$ cat src/source/pet_bus_pkg.sv
// PET bus-control package with the memory map, bus phase and keyboard constants
package pet_bus_pkg;

    // Owner of the shared bus in the current half of a 1 MHz cycle
    typedef enum logic {
        SLOT_PI  = 1'b0,                          // Raspberry Pi request slot
        SLOT_CPU = 1'b1                           // 6502 slot
    } bus_slot_e;

    localparam int SLOT_CYCLES     = 16;          // 16 MHz ticks per bus cycle
    localparam int SLOT_CNT_W      = $clog2(SLOT_CYCLES);
    localparam int PI_SLOT_LEN     = 8;           // Counts 0-7 go to the Pi
    localparam int PI_STROBE_FIRST = 2;           // First count with a Pi strobe
    localparam int PI_STROBE_LAST  = 5;           // Last count with a Pi strobe

    // PET memory map
    localparam logic [15:0] RAM_TOP   = 16'h7FFF; // End of main RAM
    localparam logic [15:0] VRAM_BASE = 16'h8000; // Video RAM window
    localparam logic [15:0] VRAM_TOP  = 16'h8FFF;
    localparam logic [15:0] ROM_BASE  = 16'h9000; // ROM images held in RAM
    localparam logic [15:0] IO_BASE   = 16'hE800; // I/O page
    localparam logic [15:0] IO_TOP    = 16'hE8FF;
    localparam logic [15:0] PIA1_BASE = 16'hE810; // 4 registers
    localparam logic [15:0] PIA2_BASE = 16'hE820; // 4 registers
    localparam logic [15:0] VIA_BASE  = 16'hE840; // 16 registers

    // Keyboard scan ports on PIA1
    localparam logic [15:0] KBD_PORT_A  = 16'hE810; // Row select, CPU writes
    localparam logic [15:0] KBD_PORT_B  = 16'hE812; // Column data, CPU reads
    localparam logic [15:0] KBD_PI_BASE = 16'hE800; // Pi writes row r here plus r
    localparam int          KBD_ROWS    = 10;

endpackage
$ cat src/source/pet_bus.sv
// PET bus-control core top level joining the slot timer, decoder, keyboard intercept and combiner
`timescale 1ns/10ps

module pet_bus import pet_bus_pkg::*; (
    input  logic         clk_16_i,                // 16 MHz system clock
    input  logic         rst_i,                   // Sync reset, active high
    input  logic [15:0]  cpu_addr_i,
    input  logic         cpu_rw_n_i,
    input  logic [7:0]   bus_data_i,
    input  logic [15:0]  pi_addr_i,
    input  logic [7:0]   pi_data_i,
    input  logic         pi_rw_n_i,
    input  logic         pi_valid_i,
    output logic         pi_done_o,
    output logic [7:0]   pi_data_o,
    output logic         clk_cpu_o,
    output logic         cpu_en_no,
    output logic [15:0]  bus_addr_o,
    output logic         bus_addr_oe_o,
    output logic [7:0]   bus_data_o,
    output logic         bus_data_oe_o,
    output logic         bus_rw_n_o,
    output logic [11:10] ram_addr_o,
    output logic         ram_ce_no,
    output logic         ram_oe_no,
    output logic         ram_we_no,
    output logic         pia1_cs2_no,
    output logic         pia2_cs2_no,
    output logic         via_cs2_no,
    output logic         io_oe_no
);
    bus_slot_e  slot;
    logic       pi_read, pi_write;                // Pi RAM strobes
    logic       ram_sel, io_sel, pia1_sel, pia2_sel, via_sel;
    logic       readonly, mirrored;
    logic       kbd_active;
    logic [7:0] kbd_data;

    bus_timing bus_timing_i (
        .clk_16_i(clk_16_i), .rst_i(rst_i), .pi_valid_i(pi_valid_i), .pi_rw_n_i(pi_rw_n_i),
        .slot_o(slot), .clk_cpu_o(clk_cpu_o), .cpu_en_no(cpu_en_no),
        .pi_read_o(pi_read), .pi_write_o(pi_write), .pi_done_o(pi_done_o)
    );

    address_decoder address_decoder_i (
        .cpu_addr_i(cpu_addr_i), .ram_sel_o(ram_sel), .io_sel_o(io_sel),
        .pia1_sel_o(pia1_sel), .pia2_sel_o(pia2_sel), .via_sel_o(via_sel),
        .readonly_o(readonly), .mirrored_o(mirrored)
    );

    keyboard_intercept keyboard_intercept_i (
        .clk_16_i(clk_16_i), .rst_i(rst_i), .cpu_addr_i(cpu_addr_i), .cpu_rw_n_i(cpu_rw_n_i),
        .cpu_en_no(cpu_en_no), .bus_data_i(bus_data_i), .pi_addr_i(pi_addr_i),
        .pi_data_i(pi_data_i), .pi_write_i(pi_write),
        .kbd_active_o(kbd_active), .kbd_data_o(kbd_data)
    );

    bus_combiner bus_combiner_i (
        .clk_16_i(clk_16_i), .rst_i(rst_i), .slot_i(slot), .cpu_en_no(cpu_en_no),
        .cpu_rw_n_i(cpu_rw_n_i), .cpu_addr_i(cpu_addr_i), .pi_addr_i(pi_addr_i),
        .pi_data_i(pi_data_i), .bus_data_i(bus_data_i), .pi_read_i(pi_read),
        .pi_write_i(pi_write), .ram_sel_i(ram_sel), .io_sel_i(io_sel),
        .pia1_sel_i(pia1_sel), .pia2_sel_i(pia2_sel), .via_sel_i(via_sel),
        .readonly_i(readonly), .mirrored_i(mirrored), .kbd_active_i(kbd_active),
        .kbd_data_i(kbd_data), .pi_data_o(pi_data_o), .bus_addr_o(bus_addr_o),
        .bus_addr_oe_o(bus_addr_oe_o), .bus_data_o(bus_data_o),
        .bus_data_oe_o(bus_data_oe_o), .bus_rw_n_o(bus_rw_n_o), .ram_addr_o(ram_addr_o),
        .ram_ce_no(ram_ce_no), .ram_oe_no(ram_oe_no), .ram_we_no(ram_we_no),
        .pia1_cs2_no(pia1_cs2_no), .pia2_cs2_no(pia2_cs2_no), .via_cs2_no(via_cs2_no),
        .io_oe_no(io_oe_no)
    );

endmodule

$ cat src/source/bus_combiner.sv
// Bus combiner that merges timing, decode and keyboard results into the bus and RAM controls
`timescale 1ns/10ps

module bus_combiner import pet_bus_pkg::*; (
    input  logic        clk_16_i,                 // 16 MHz system clock
    input  logic        rst_i,                    // Sync reset, active high
    input  bus_slot_e   slot_i,                   // Current bus owner
    input  logic        cpu_en_no,                // 0 = CPU drives the bus
    input  logic        cpu_rw_n_i,               // 1 = CPU read
    input  logic [15:0] cpu_addr_i,               // 6502 address
    input  logic [15:0] pi_addr_i,                // Pi request address
    input  logic [7:0]  pi_data_i,                // Pi write data
    input  logic [7:0]  bus_data_i,               // Data bus as seen by the FPGA
    input  logic        pi_read_i,                // Pi read strobe
    input  logic        pi_write_i,               // Pi write strobe
    input  logic        ram_sel_i,
    input  logic        io_sel_i,
    input  logic        pia1_sel_i,
    input  logic        pia2_sel_i,
    input  logic        via_sel_i,
    input  logic        readonly_i,               // ROM area
    input  logic        mirrored_i,               // VRAM window
    input  logic        kbd_active_i,             // Port B read intercepted
    input  logic [7:0]  kbd_data_i,               // Key row for the CPU
    output logic [7:0]  pi_data_o,                // Last byte read for the Pi
    output logic [15:0] bus_addr_o,
    output logic        bus_addr_oe_o,            // 1 = FPGA drives the address bus
    output logic [7:0]  bus_data_o,
    output logic        bus_data_oe_o,            // 1 = FPGA drives the data bus
    output logic        bus_rw_n_o,
    output logic [11:10] ram_addr_o,              // RAM A11/A10, used for VRAM mirroring
    output logic        ram_ce_no,
    output logic        ram_oe_no,
    output logic        ram_we_no,
    output logic        pia1_cs2_no,
    output logic        pia2_cs2_no,
    output logic        via_cs2_no,
    output logic        io_oe_no                  // I/O data transceiver enable
);
    logic cpu_act;                                // CPU slot with CPU on the bus
    logic pi_slot;
    logic pi_access;                              // Either Pi strobe up
    logic kbd_hit;                                // Intercept owns this CPU read

    assign pi_slot   = (slot_i == SLOT_PI);
    assign cpu_act   = (slot_i == SLOT_CPU) && !cpu_en_no;
    assign pi_access = pi_read_i || pi_write_i;
    assign kbd_hit   = cpu_act && kbd_active_i;

    // Peripherals follow decode, PIA1 and the transceiver step aside for the intercept
    assign pia1_cs2_no = !(cpu_act && pia1_sel_i && !kbd_active_i);
    assign pia2_cs2_no = !(cpu_act && pia2_sel_i);
    assign via_cs2_no  = !(cpu_act && via_sel_i);
    assign io_oe_no    = !(cpu_act && io_sel_i && !kbd_active_i);

    assign ram_ce_no = !(pi_access || (cpu_act && ram_sel_i));
    assign ram_oe_no = !(pi_read_i || (cpu_act && ram_sel_i && cpu_rw_n_i));
    assign ram_we_no = !(pi_write_i || (cpu_act && ram_sel_i && !cpu_rw_n_i && !readonly_i));

    // Pi address goes out only while a strobe is up
    assign bus_addr_oe_o = pi_access;
    assign bus_addr_o    = pi_access ? pi_addr_i : '0;
    assign bus_rw_n_o    = !pi_write_i;

    assign bus_data_oe_o = pi_write_i || kbd_hit;
    assign bus_data_o    = pi_write_i ? pi_data_i :
                           kbd_hit    ? kbd_data_i : 8'h00;

    // Pi sees all of RAM, the CPU sees the screen repeated across $8000-$8FFF
    assign ram_addr_o = pi_slot    ? pi_addr_i[11:10] :
                        mirrored_i ? 2'b00 : cpu_addr_i[11:10];

    // Last strobe count leaves the count-5 byte in place
    always_ff @(posedge clk_16_i) begin
        if (rst_i)
            pi_data_o <= '0;
        else if (pi_read_i)
            pi_data_o <= bus_data_i;
    end

    // RAM must never see output enable and write enable together
    assert property (@(posedge clk_16_i) disable iff (rst_i) !(!ram_oe_no && !ram_we_no))
        else $error("bus_combiner: ram_oe_no and ram_we_no both low");

endmodule

$ cat src/source/keyboard_intercept.sv
// Keyboard intercept that answers PIA1 port B reads from a Pi-written key matrix
`timescale 1ns/10ps

module keyboard_intercept import pet_bus_pkg::*; (
    input  logic        clk_16_i,                 // 16 MHz system clock
    input  logic        rst_i,                    // Sync reset, active high
    input  logic [15:0] cpu_addr_i,               // 6502 address
    input  logic        cpu_rw_n_i,               // 1 = CPU read
    input  logic        cpu_en_no,                // 0 = CPU slot
    input  logic [7:0]  bus_data_i,               // Data bus as seen by the FPGA
    input  logic [15:0] pi_addr_i,                // Pi request address
    input  logic [7:0]  pi_data_i,                // Pi write data
    input  logic        pi_write_i,               // Pi write strobe
    output logic        kbd_active_o,             // CPU is reading port B
    output logic [7:0]  kbd_data_o                // Row data returned to the CPU
);
    logic [7:0] key_rows [KBD_ROWS];              // Active-low key state per row
    logic [3:0] sel_row;                          // Row picked through port A
    logic       pi_row_wr;                        // Pi write hits the matrix
    logic       cpu_row_wr;                       // CPU write to port A

    assign pi_row_wr  = pi_write_i &&
                        (pi_addr_i >= KBD_PI_BASE) &&
                        (pi_addr_i < KBD_PI_BASE + 16'(KBD_ROWS));
    assign cpu_row_wr = !cpu_en_no && !cpu_rw_n_i && (cpu_addr_i == KBD_PORT_A);

    // Matrix starts with no keys down
    always_ff @(posedge clk_16_i) begin
        if (rst_i) begin
            for (int r = 0; r < KBD_ROWS; r++)
                key_rows[r] <= 8'hFF;
        end else if (pi_row_wr) begin
            key_rows[pi_addr_i[3:0]] <= pi_data_i; // Offset from $E800 is the row
        end
    end

    always_ff @(posedge clk_16_i) begin
        if (rst_i)
            sel_row <= '0;
        else if (cpu_row_wr)
            sel_row <= bus_data_i[3:0];            // Low nibble picks the row
    end

    assign kbd_active_o = cpu_rw_n_i && (cpu_addr_i == KBD_PORT_B);

    // Rows past the matrix read as no keys pressed
    always_comb begin
        if (sel_row < 4'(KBD_ROWS))
            kbd_data_o = key_rows[sel_row];
        else
            kbd_data_o = 8'hFF;
    end

    // Selected row must stay a known value inside the 4-bit range
    assert property (@(posedge clk_16_i) disable iff (rst_i)
        !$isunknown(sel_row) && (int'(sel_row) < 16))
        else $error("keyboard_intercept: row select out of range");

endmodule

$ cat src/source/address_decoder.sv
// PET address decoder producing region selects and readonly and mirrored flags
`timescale 1ns/10ps

module address_decoder import pet_bus_pkg::*; (
    input  logic [15:0] cpu_addr_i,               // 6502 address
    output logic        ram_sel_o,                // RAM, VRAM or ROM area
    output logic        io_sel_o,                 // Anywhere in $E8xx
    output logic        pia1_sel_o,               // $E810-$E813
    output logic        pia2_sel_o,               // $E820-$E823
    output logic        via_sel_o,                // $E840-$E84F
    output logic        readonly_o,               // ROM area, CPU writes blocked
    output logic        mirrored_o                // VRAM window, A11/A10 forced low
);
    logic in_ram;                                 // $0000-$7FFF
    logic in_vram;                                // $8000-$8FFF
    logic in_io;                                  // $E800-$E8FF
    logic in_rom;                                 // $9000 up, minus I/O page

    always_comb begin
        in_ram  = (cpu_addr_i <= RAM_TOP);
        in_vram = (cpu_addr_i >= VRAM_BASE) && (cpu_addr_i <= VRAM_TOP);
        in_io   = (cpu_addr_i >= IO_BASE) && (cpu_addr_i <= IO_TOP);
        in_rom  = (cpu_addr_i >= ROM_BASE) && !in_io;
    end

    // ROM images live in RAM on the clone, so ROM space also selects RAM
    assign ram_sel_o  = in_ram || in_vram || in_rom;
    assign readonly_o = in_rom;
    assign mirrored_o = in_vram;                  // 1KB/2KB screen repeats over 4KB

    // Peripheral selects decode only the upper address bits
    assign io_sel_o   = in_io;
    assign pia1_sel_o = (cpu_addr_i[15:2] == PIA1_BASE[15:2]);
    assign pia2_sel_o = (cpu_addr_i[15:2] == PIA2_BASE[15:2]);
    assign via_sel_o  = (cpu_addr_i[15:4] == VIA_BASE[15:4]);

endmodule

$ cat src/source/bus_timing.sv
// Bus slot timer that splits each 1 MHz cycle into a Pi slot and a CPU slot
`timescale 1ns/10ps

module bus_timing import pet_bus_pkg::*; (
    input  logic      clk_16_i,                   // 16 MHz system clock
    input  logic      rst_i,                      // Sync reset, active high
    input  logic      pi_valid_i,                 // Pi request pending (level)
    input  logic      pi_rw_n_i,                  // 1 = Pi read, 0 = Pi write
    output bus_slot_e slot_o,                     // Current bus owner
    output logic      clk_cpu_o,                  // 1 MHz CPU clock
    output logic      cpu_en_no,                  // 0 = CPU drives the bus
    output logic      pi_read_o,                  // RAM read strobe for the Pi
    output logic      pi_write_o,                 // RAM write strobe for the Pi
    output logic      pi_done_o                   // One-cycle pulse, request served
);
    logic [SLOT_CNT_W-1:0] cnt;                   // Position inside the bus cycle
    logic                  pi_pending;            // Request captured at count 0
    logic                  pi_rw_n;               // Direction of captured request
    logic                  strobe_win;            // Counts 2-5

    always_ff @(posedge clk_16_i) begin
        if (rst_i) begin
            cnt        <= '0;
            pi_pending <= 1'b0;
        end else begin
            if (cnt == SLOT_CNT_W'(SLOT_CYCLES - 1))
                cnt <= '0;                        // Wrap at end of bus cycle
            else
                cnt <= cnt + 1'b1;
            if (cnt == '0)
                pi_pending <= pi_valid_i;         // Late requests wait a full cycle
        end
    end

    // Direction is payload, sampled together with the request
    always_ff @(posedge clk_16_i) begin
        if (cnt == '0)
            pi_rw_n <= pi_rw_n_i;
    end

    assign slot_o     = (cnt < SLOT_CNT_W'(PI_SLOT_LEN)) ? SLOT_PI : SLOT_CPU;
    assign clk_cpu_o  = (slot_o == SLOT_CPU);     // High for counts 8-15
    assign cpu_en_no  = (slot_o != SLOT_CPU);
    assign strobe_win = (cnt >= SLOT_CNT_W'(PI_STROBE_FIRST)) &&
                        (cnt <= SLOT_CNT_W'(PI_STROBE_LAST));
    assign pi_read_o  = pi_pending && strobe_win && pi_rw_n;
    assign pi_write_o = pi_pending && strobe_win && !pi_rw_n;
    assign pi_done_o  = pi_pending && (cnt == SLOT_CNT_W'(PI_SLOT_LEN - 1)); // Count 7

    // Read and write strobes are mutually exclusive
    assert property (@(posedge clk_16_i) disable iff (rst_i) !(pi_read_o && pi_write_o))
        else $error("bus_timing: pi_read and pi_write both high");

endmodule

$ cat config.mk
export PLATFORM = sky130hd
export DESIGN_NAME = pet_bus
export DESIGN_NICKNAME = d
export VERILOG_FILES = /design/src/source/pet_bus_pkg.sv /design/src/source/pet_bus.sv /design/src/source/bus_combiner.sv /design/src/source/keyboard_intercept.sv /design/src/source/address_decoder.sv /design/src/source/bus_timing.sv
export SDC_FILE = /design/constraint.sdc
export NUM_CORES = 1
export LEC_CHECK = 0
export BUFFER_PORTS_ARGS = -buffer_cell sky130_fd_sc_hd__buf_2
export CAP_MARGIN = 20
export CORE_AREA = 5 5 148 150
export CTS_CLUSTER_SIZE = 28
export DETAILED_ROUTE_END_ITERATION = 8
export DIE_AREA = 0 0 153 155
export SYNTH_ARGS = -nofsm -noshare
export SYNTH_HDL_FRONTEND = slang
export SYNTH_SLANG_ARGS = --single-unit
$ cat constraint.sdc
create_clock -name clk_16_i -period 3.4 [get_ports clk_16_i]
set_input_delay 0.34 -clock clk_16_i [delete_from_list [all_inputs] [get_ports clk_16_i]]
set_output_delay 0.34 -clock clk_16_i [all_outputs]
set_load 0.01 [all_outputs]
# Word level (Yosys, flattened, before mapping)
# Memory sizes are Yosys's and may differ from the RTL's. A register that Yosys moved wholly into a read port is not among the register bits.
# Cells that the tools add are included.
[op_classes]
add_sub_neg = 1
order_cmp = 12
eq_ne = 7
mux = 17
n_reduce_logical = 49
[ops]
columns = ["operator", "count"]
rows = [
  ["$ge A16 B16 Y1 const B", 4],
  ["$eq A16 B16 Y1 const B", 2],
  ["$le A16 B16 Y1 const B", 2],
  ["$mux W8", 4],
  ["$eq A14 B14 Y1 const B", 2],
  ["$logic_and A1 B1 Y1", 25],
  ["$le A16 B15 Y1 const B", 1],
  ["$lt A16 B16 Y1 const B", 1],
  ["$mux W16", 1],
  ["$logic_not A1 Y1", 14],
  ["$eq A12 B12 Y1 const B", 1],
  ["$mux W4", 3],
  ["$lt A4 B4 Y1 const B", 2],
  ["$reduce_or A8 Y1", 1],
  ["$logic_or A1 B1 Y1", 7],
  ["$mux W1", 7],
  ["$add A4 B1 Y4 const B", 1],
  ["$eq A4 B3 Y1 const B", 1],
  ["$eq A4 B4 Y1 const B", 1],
  ["$ge A4 B2 Y1 const B", 1],
  ["$le A4 B3 Y1 const B", 1],
  ["$logic_not A4 Y1", 1],
  ["$mux W2", 2],
  ["$reduce_or A2 Y1", 1],
]
[totals]
reg_bits = 18
ramBits = 80
in_bits = 53
out_inout_bits = 47
word_cells = 92
memories = 1
[mem_list]
columns = ["memory", "depth", "word_bits", "read_ports", "rd_ports_with_merged_regs", "wr", "line", "source"]
rows = [
  ["keyboard_intercept_i.key_rows", 10, 8, 1, 1, 10, "keyboard_intercept.sv:17", "logic [7:0] key_rows [KBD_ROWS];"],
]

# Depth between registers and ports, before layout
[logic_depth]
depth_word = 11
depth_mapped = 9

# Hierarchy
# Synthesis repeated with hierarchy kept, for this count alone.
[unflattened]
hier_cells = 514
hier_area_um2 = 7179.4
[modules_own_cells]
columns = ["mod", "instances", "cells_each", "area_per_inst_um2", "seq_area_each_um2"]
rows = [
  ["keyboard_intercept", 1, 374, 6083.3, 4003.8],
  ["bus_combiner", 1, 90, 674.4, 160.2],
  ["bus_timing", 1, 34, 302.8, 130.1],
  ["address_decoder", 1, 16, 118.9, 0.0],
]

# Worst setup path after synthesis
# OpenSTA, ideal clock, no wires.
[synth_path]
path_kind = "register to output"
from = "reg with a tool-made name"
to = "out bus_data_o[0]"
arrival_ps = 1859
setup_slack_ps = 1201
path_stages_with_launch = 6
path_buffers = 1
cell_sequence = "dfxtp_1 > buf_4 > mux4_2 > or4b_1 > o311ai_0 > o21ai_0"
[synth_rtl]
columns = ["item", "line", "source"]
rows = [
  ["end: declaration", "pet_bus.sv:20", "output logic [7:0] bus_data_o,"],
]

==> out/results.tsv <==
stage	metric	value	unit
synth	synthXorXnorAreaFrac	0.00125	
synth	synth.area.mux_share	0.0989	
synth	seq_area_frac_synth	0.611	
worst_setup_path	crit_arrival	2830	ps
synth	yosys.cell_count.top_type	edfxtp_1	
power	p_leak	0.00251	uW
grt	grt_pass1_wl	29700	um
timing	finalSetupViolCount	0	
placed_design	placed_area	0.00800	sq mm
finish	final_area	0.00851	sq mm
worst_setup_path	crit_fanout	13	
die	num_rows	53	
synth	syn_area	0.00703	sq mm
cts	cts_root_buf	clkbuf_16	
grt	antenna_found_initial	1	
die	start_util	0.342	
min_path	worstHoldStart	pi_rw_n_i	
synth	synth_simple_gate_area_share	0.188	
synth	synth_seq_cells	150	
timing	tns	0	ps
synth	synth_area_leaders	edfxtp_1, dfxtp_1, mux4_2	
cts	cts_num_sinks	150	
route	vias	5188	
min_path	hold_class	in2reg	
worst_setup_path	r2r_start	bus_timing_i.cnt[3]	
cts	ctsResizeCount	0	
route	wire_per_inst	19.2	um
route	viasPerCell	5.35	
synth	synth_fa_ha_area_frac	0.00712	
placed_design	dp_hpwl	13400	um
synth	avgSynthCellArea	13.0	sq um
synth	synth_top_family_by_area	simple AND/OR/NAND/NOR gates	
die	die_x	153	um
timing	fin_skew	6.65	ps
power	power.density	457	mW/mm^2
cts	numCtsBuffers	17	
timing	max_clock_freq	0.316	GHz
worst_setup_path	endpoint_kind	primary output	
worst_setup_path	worst_setup_path_start_kind	flip-flop	
synth	synth_ff_type	edfxtp_1	
grt	grt_overflow	0	
route	wl	18600	um
die	io-pin-count	100	
timing	post-route-period-util	0.932	
route	drtPass1Iterations	5	
synth	synth_edf_count	129	
cts	h-tree-depth	4	
grt	grt_pass1_vias	5556	
synth	synthDistinctLibCells	51	
cts	clk_latency	420	ps
synth	syn-instance-count	542	
route	ant_nets	0	
synth	synth_top_area_frac	0.551	
cts	postCtsSetupBuffers	0	
placed_design	globalplace.congestion	0.841	
power	vdd_drop_max	0.352	mV
timing	slew_violations	0	
finish	num-nets-final	738	
route	drtIter0Drc	372	
die	core_area	0.0206	sq mm
synth	yosys_warnings	0	
die	die_h	155	um
synth	synth-compound-area-share	0.0635	
cts	ctsHoldBuffers	0	
timing	hold_viol	0	
cts	clk_pin_slew_worst_paths	60	ps
grt	grt_max_degree	41	
timing	tightestPinTransition	817	ps
synth	synthArstFlopShare	0	
synth	synth_area_leader_cell	edfxtp_1	
finish	synthToLayoutAreaGrowth	21.0	%
run	drv_cap	0	
timing	layout_min_cycle_time	3170	ps
worst_setup_path	crit_required	3060	ps
route	drcViolationCount	0	
placed_design	numPortBuffers	99	
finish	nFillCells	1946	
finish	drive_above_1_share	0.255	
timing	rsz0062_at_grt	no	
synth	ys_top_cells_by_count	edfxtp_1, nand2_1, or4_1, mux2i_1, nand3_1	
timing	slew_headroom	0.456	
run_status	outcome	completed	
worst_setup_path	setup.worst_path.class	reg2out	
die	dieArea	0.0237	sq mm
grt	grt_use_total	0.161	
cts	clockBufferDepth	2	
cts	cts_tree	done	
metal layers:
| layer | GRT usage | part of all wire | vias up |
|---|---|---|---|
| li1 | - | - | 2376 |
| met1 | 0.202 | 0.41 | 2534 |
| met2 | 0.269 | 0.49 | 241 |
| met3 | 0.0465 | 0.075 | 35 |
| met4 | 0.0496 | 0.019 | 2 |
| met5 | 0 | 0.00070 | - |
cell usage in the layout (no fill, tap or decap), types with 3 or more instances in the layout:
cell / Yosys / final
or4b_2: 3 / 3
mux2i_1: 29 / 29
a21oi_1: 15 / 15
nand4b_1: 8 / 8
or4_1: 34 / 34
ha_1: 4 / 4
and2_1: 17 / 17
edfxtp_1: 129 / 129
nor2_1: 17 / 17
nor4_1: 4 / 4
nor3_1: 8 / 7
or2_2: 13 / 13
nand2_1: 41 / 41
clkinv_1: 1 / 8
clkbuf_1: 24 / 5
buf_4: 2 / 13
nand4_1: 16 / 16
and4_1: 3 / 3
a31o_2: 5 / 5
o22ai_1: 15 / 15
clkbuf_16: 0 / 17
buf_2: 11 / 99
inv_1: 10 / 10
nand3_1: 28 / 28
conb_1: 1 / 48
mux4_2: 18 / 18
a41o_1: 4 / 4
o21ai_0: 14 / 14
o311ai_0: 7 / 7
dfxtp_1: 21 / 20
or4b_1: 4 / 4
nand2b_1: 7 / 7
where the power goes:
group / leakage, uW / internal [uW] / total [uW] / switching (uW)
clock network: 0.000244 / 981 / 1650 / 670
registers: 0.00105 / 2000 / 2010 / 12.0
logic: 0.00122 / 68.9 / 225 / 156
state kept, by name, summed over array words and instances (netlist names), named ones only:
name,flops
bus_timing_i.pi_rw_n,1
bus_combiner_i.pi_data_o,8
keyboard_intercept_i.sel_row,4
bus_timing_i.cnt,4
bus_timing_i.pi_pending,1
keyboard_intercept_i.key_rows,128
worst max-delay path: stages, from the launching register on:
cell,delay [ps]
dfxtp_1,670
buf_4,360
mux4_2,530
or4b_1,470
o311ai_0,100
o21ai_0,120
buf_2,150
path summary, 6_finish.rpt:
check,endpoint,slack [ps],cells past startpoint
setup reg to reg,keyboard_intercept_i.key_rows[8][5],820,6
hold reg to reg,bus_combiner_i.pi_data_o[3],450,2
setup / recovery,bus_data_o[7],230,6
hold / removal,bus_timing_i.pi_rw_n,110,1
final cells by class:
type                       instances  area, sq um  area share
sequential                       150         4300       0.505
clock buffer                      22          444      0.0522
timing repair buffer             113          613      0.0721
inverter                          11         41.3     0.00485
multi-input combinational        388         2710       0.318
tap                              275          344      0.0404
antenna                            1         2.50    0.000294
clock inverter                     9         61.3     0.00721
through the flow:
| stage | worst slack [ps] | std cells | utilization | hold WS [ps] | power [uW] |
|---|---|---|---|---|---|
| 2_1_floorplan | 1200 | 589 | - | 439 | 2160 |
| 3_5_place_dp | 593 | 937 | 0.389 | 448 | 2270 |
| 6_report | 231 | 969 | 0.414 | 105 | 3890 |
| 3_3_place_gp | 672 | 937 | 0.389 | 444 | 2260 |
| 4_1_cts | 145 | 968 | 0.414 | 85.6 | 3900 |
| 5_1_grt | 3.14 | 968 | 0.414 | 88.9 | 4010 |
cells by family after synthesis:
| family | after synthesis |
|---|---|
| muxes | 47 |
| buffers and inverters | 51 |
| AOI/OAI and AO/OA | 69 |
| and+or+nand+nor | 219 |
| other | 1 |
| adders and majority gates | 4 |
| xor gates and xnor gates | 1 |
| DFF | 150 |
Note: power is estimated with default switching activity, not from simulation.
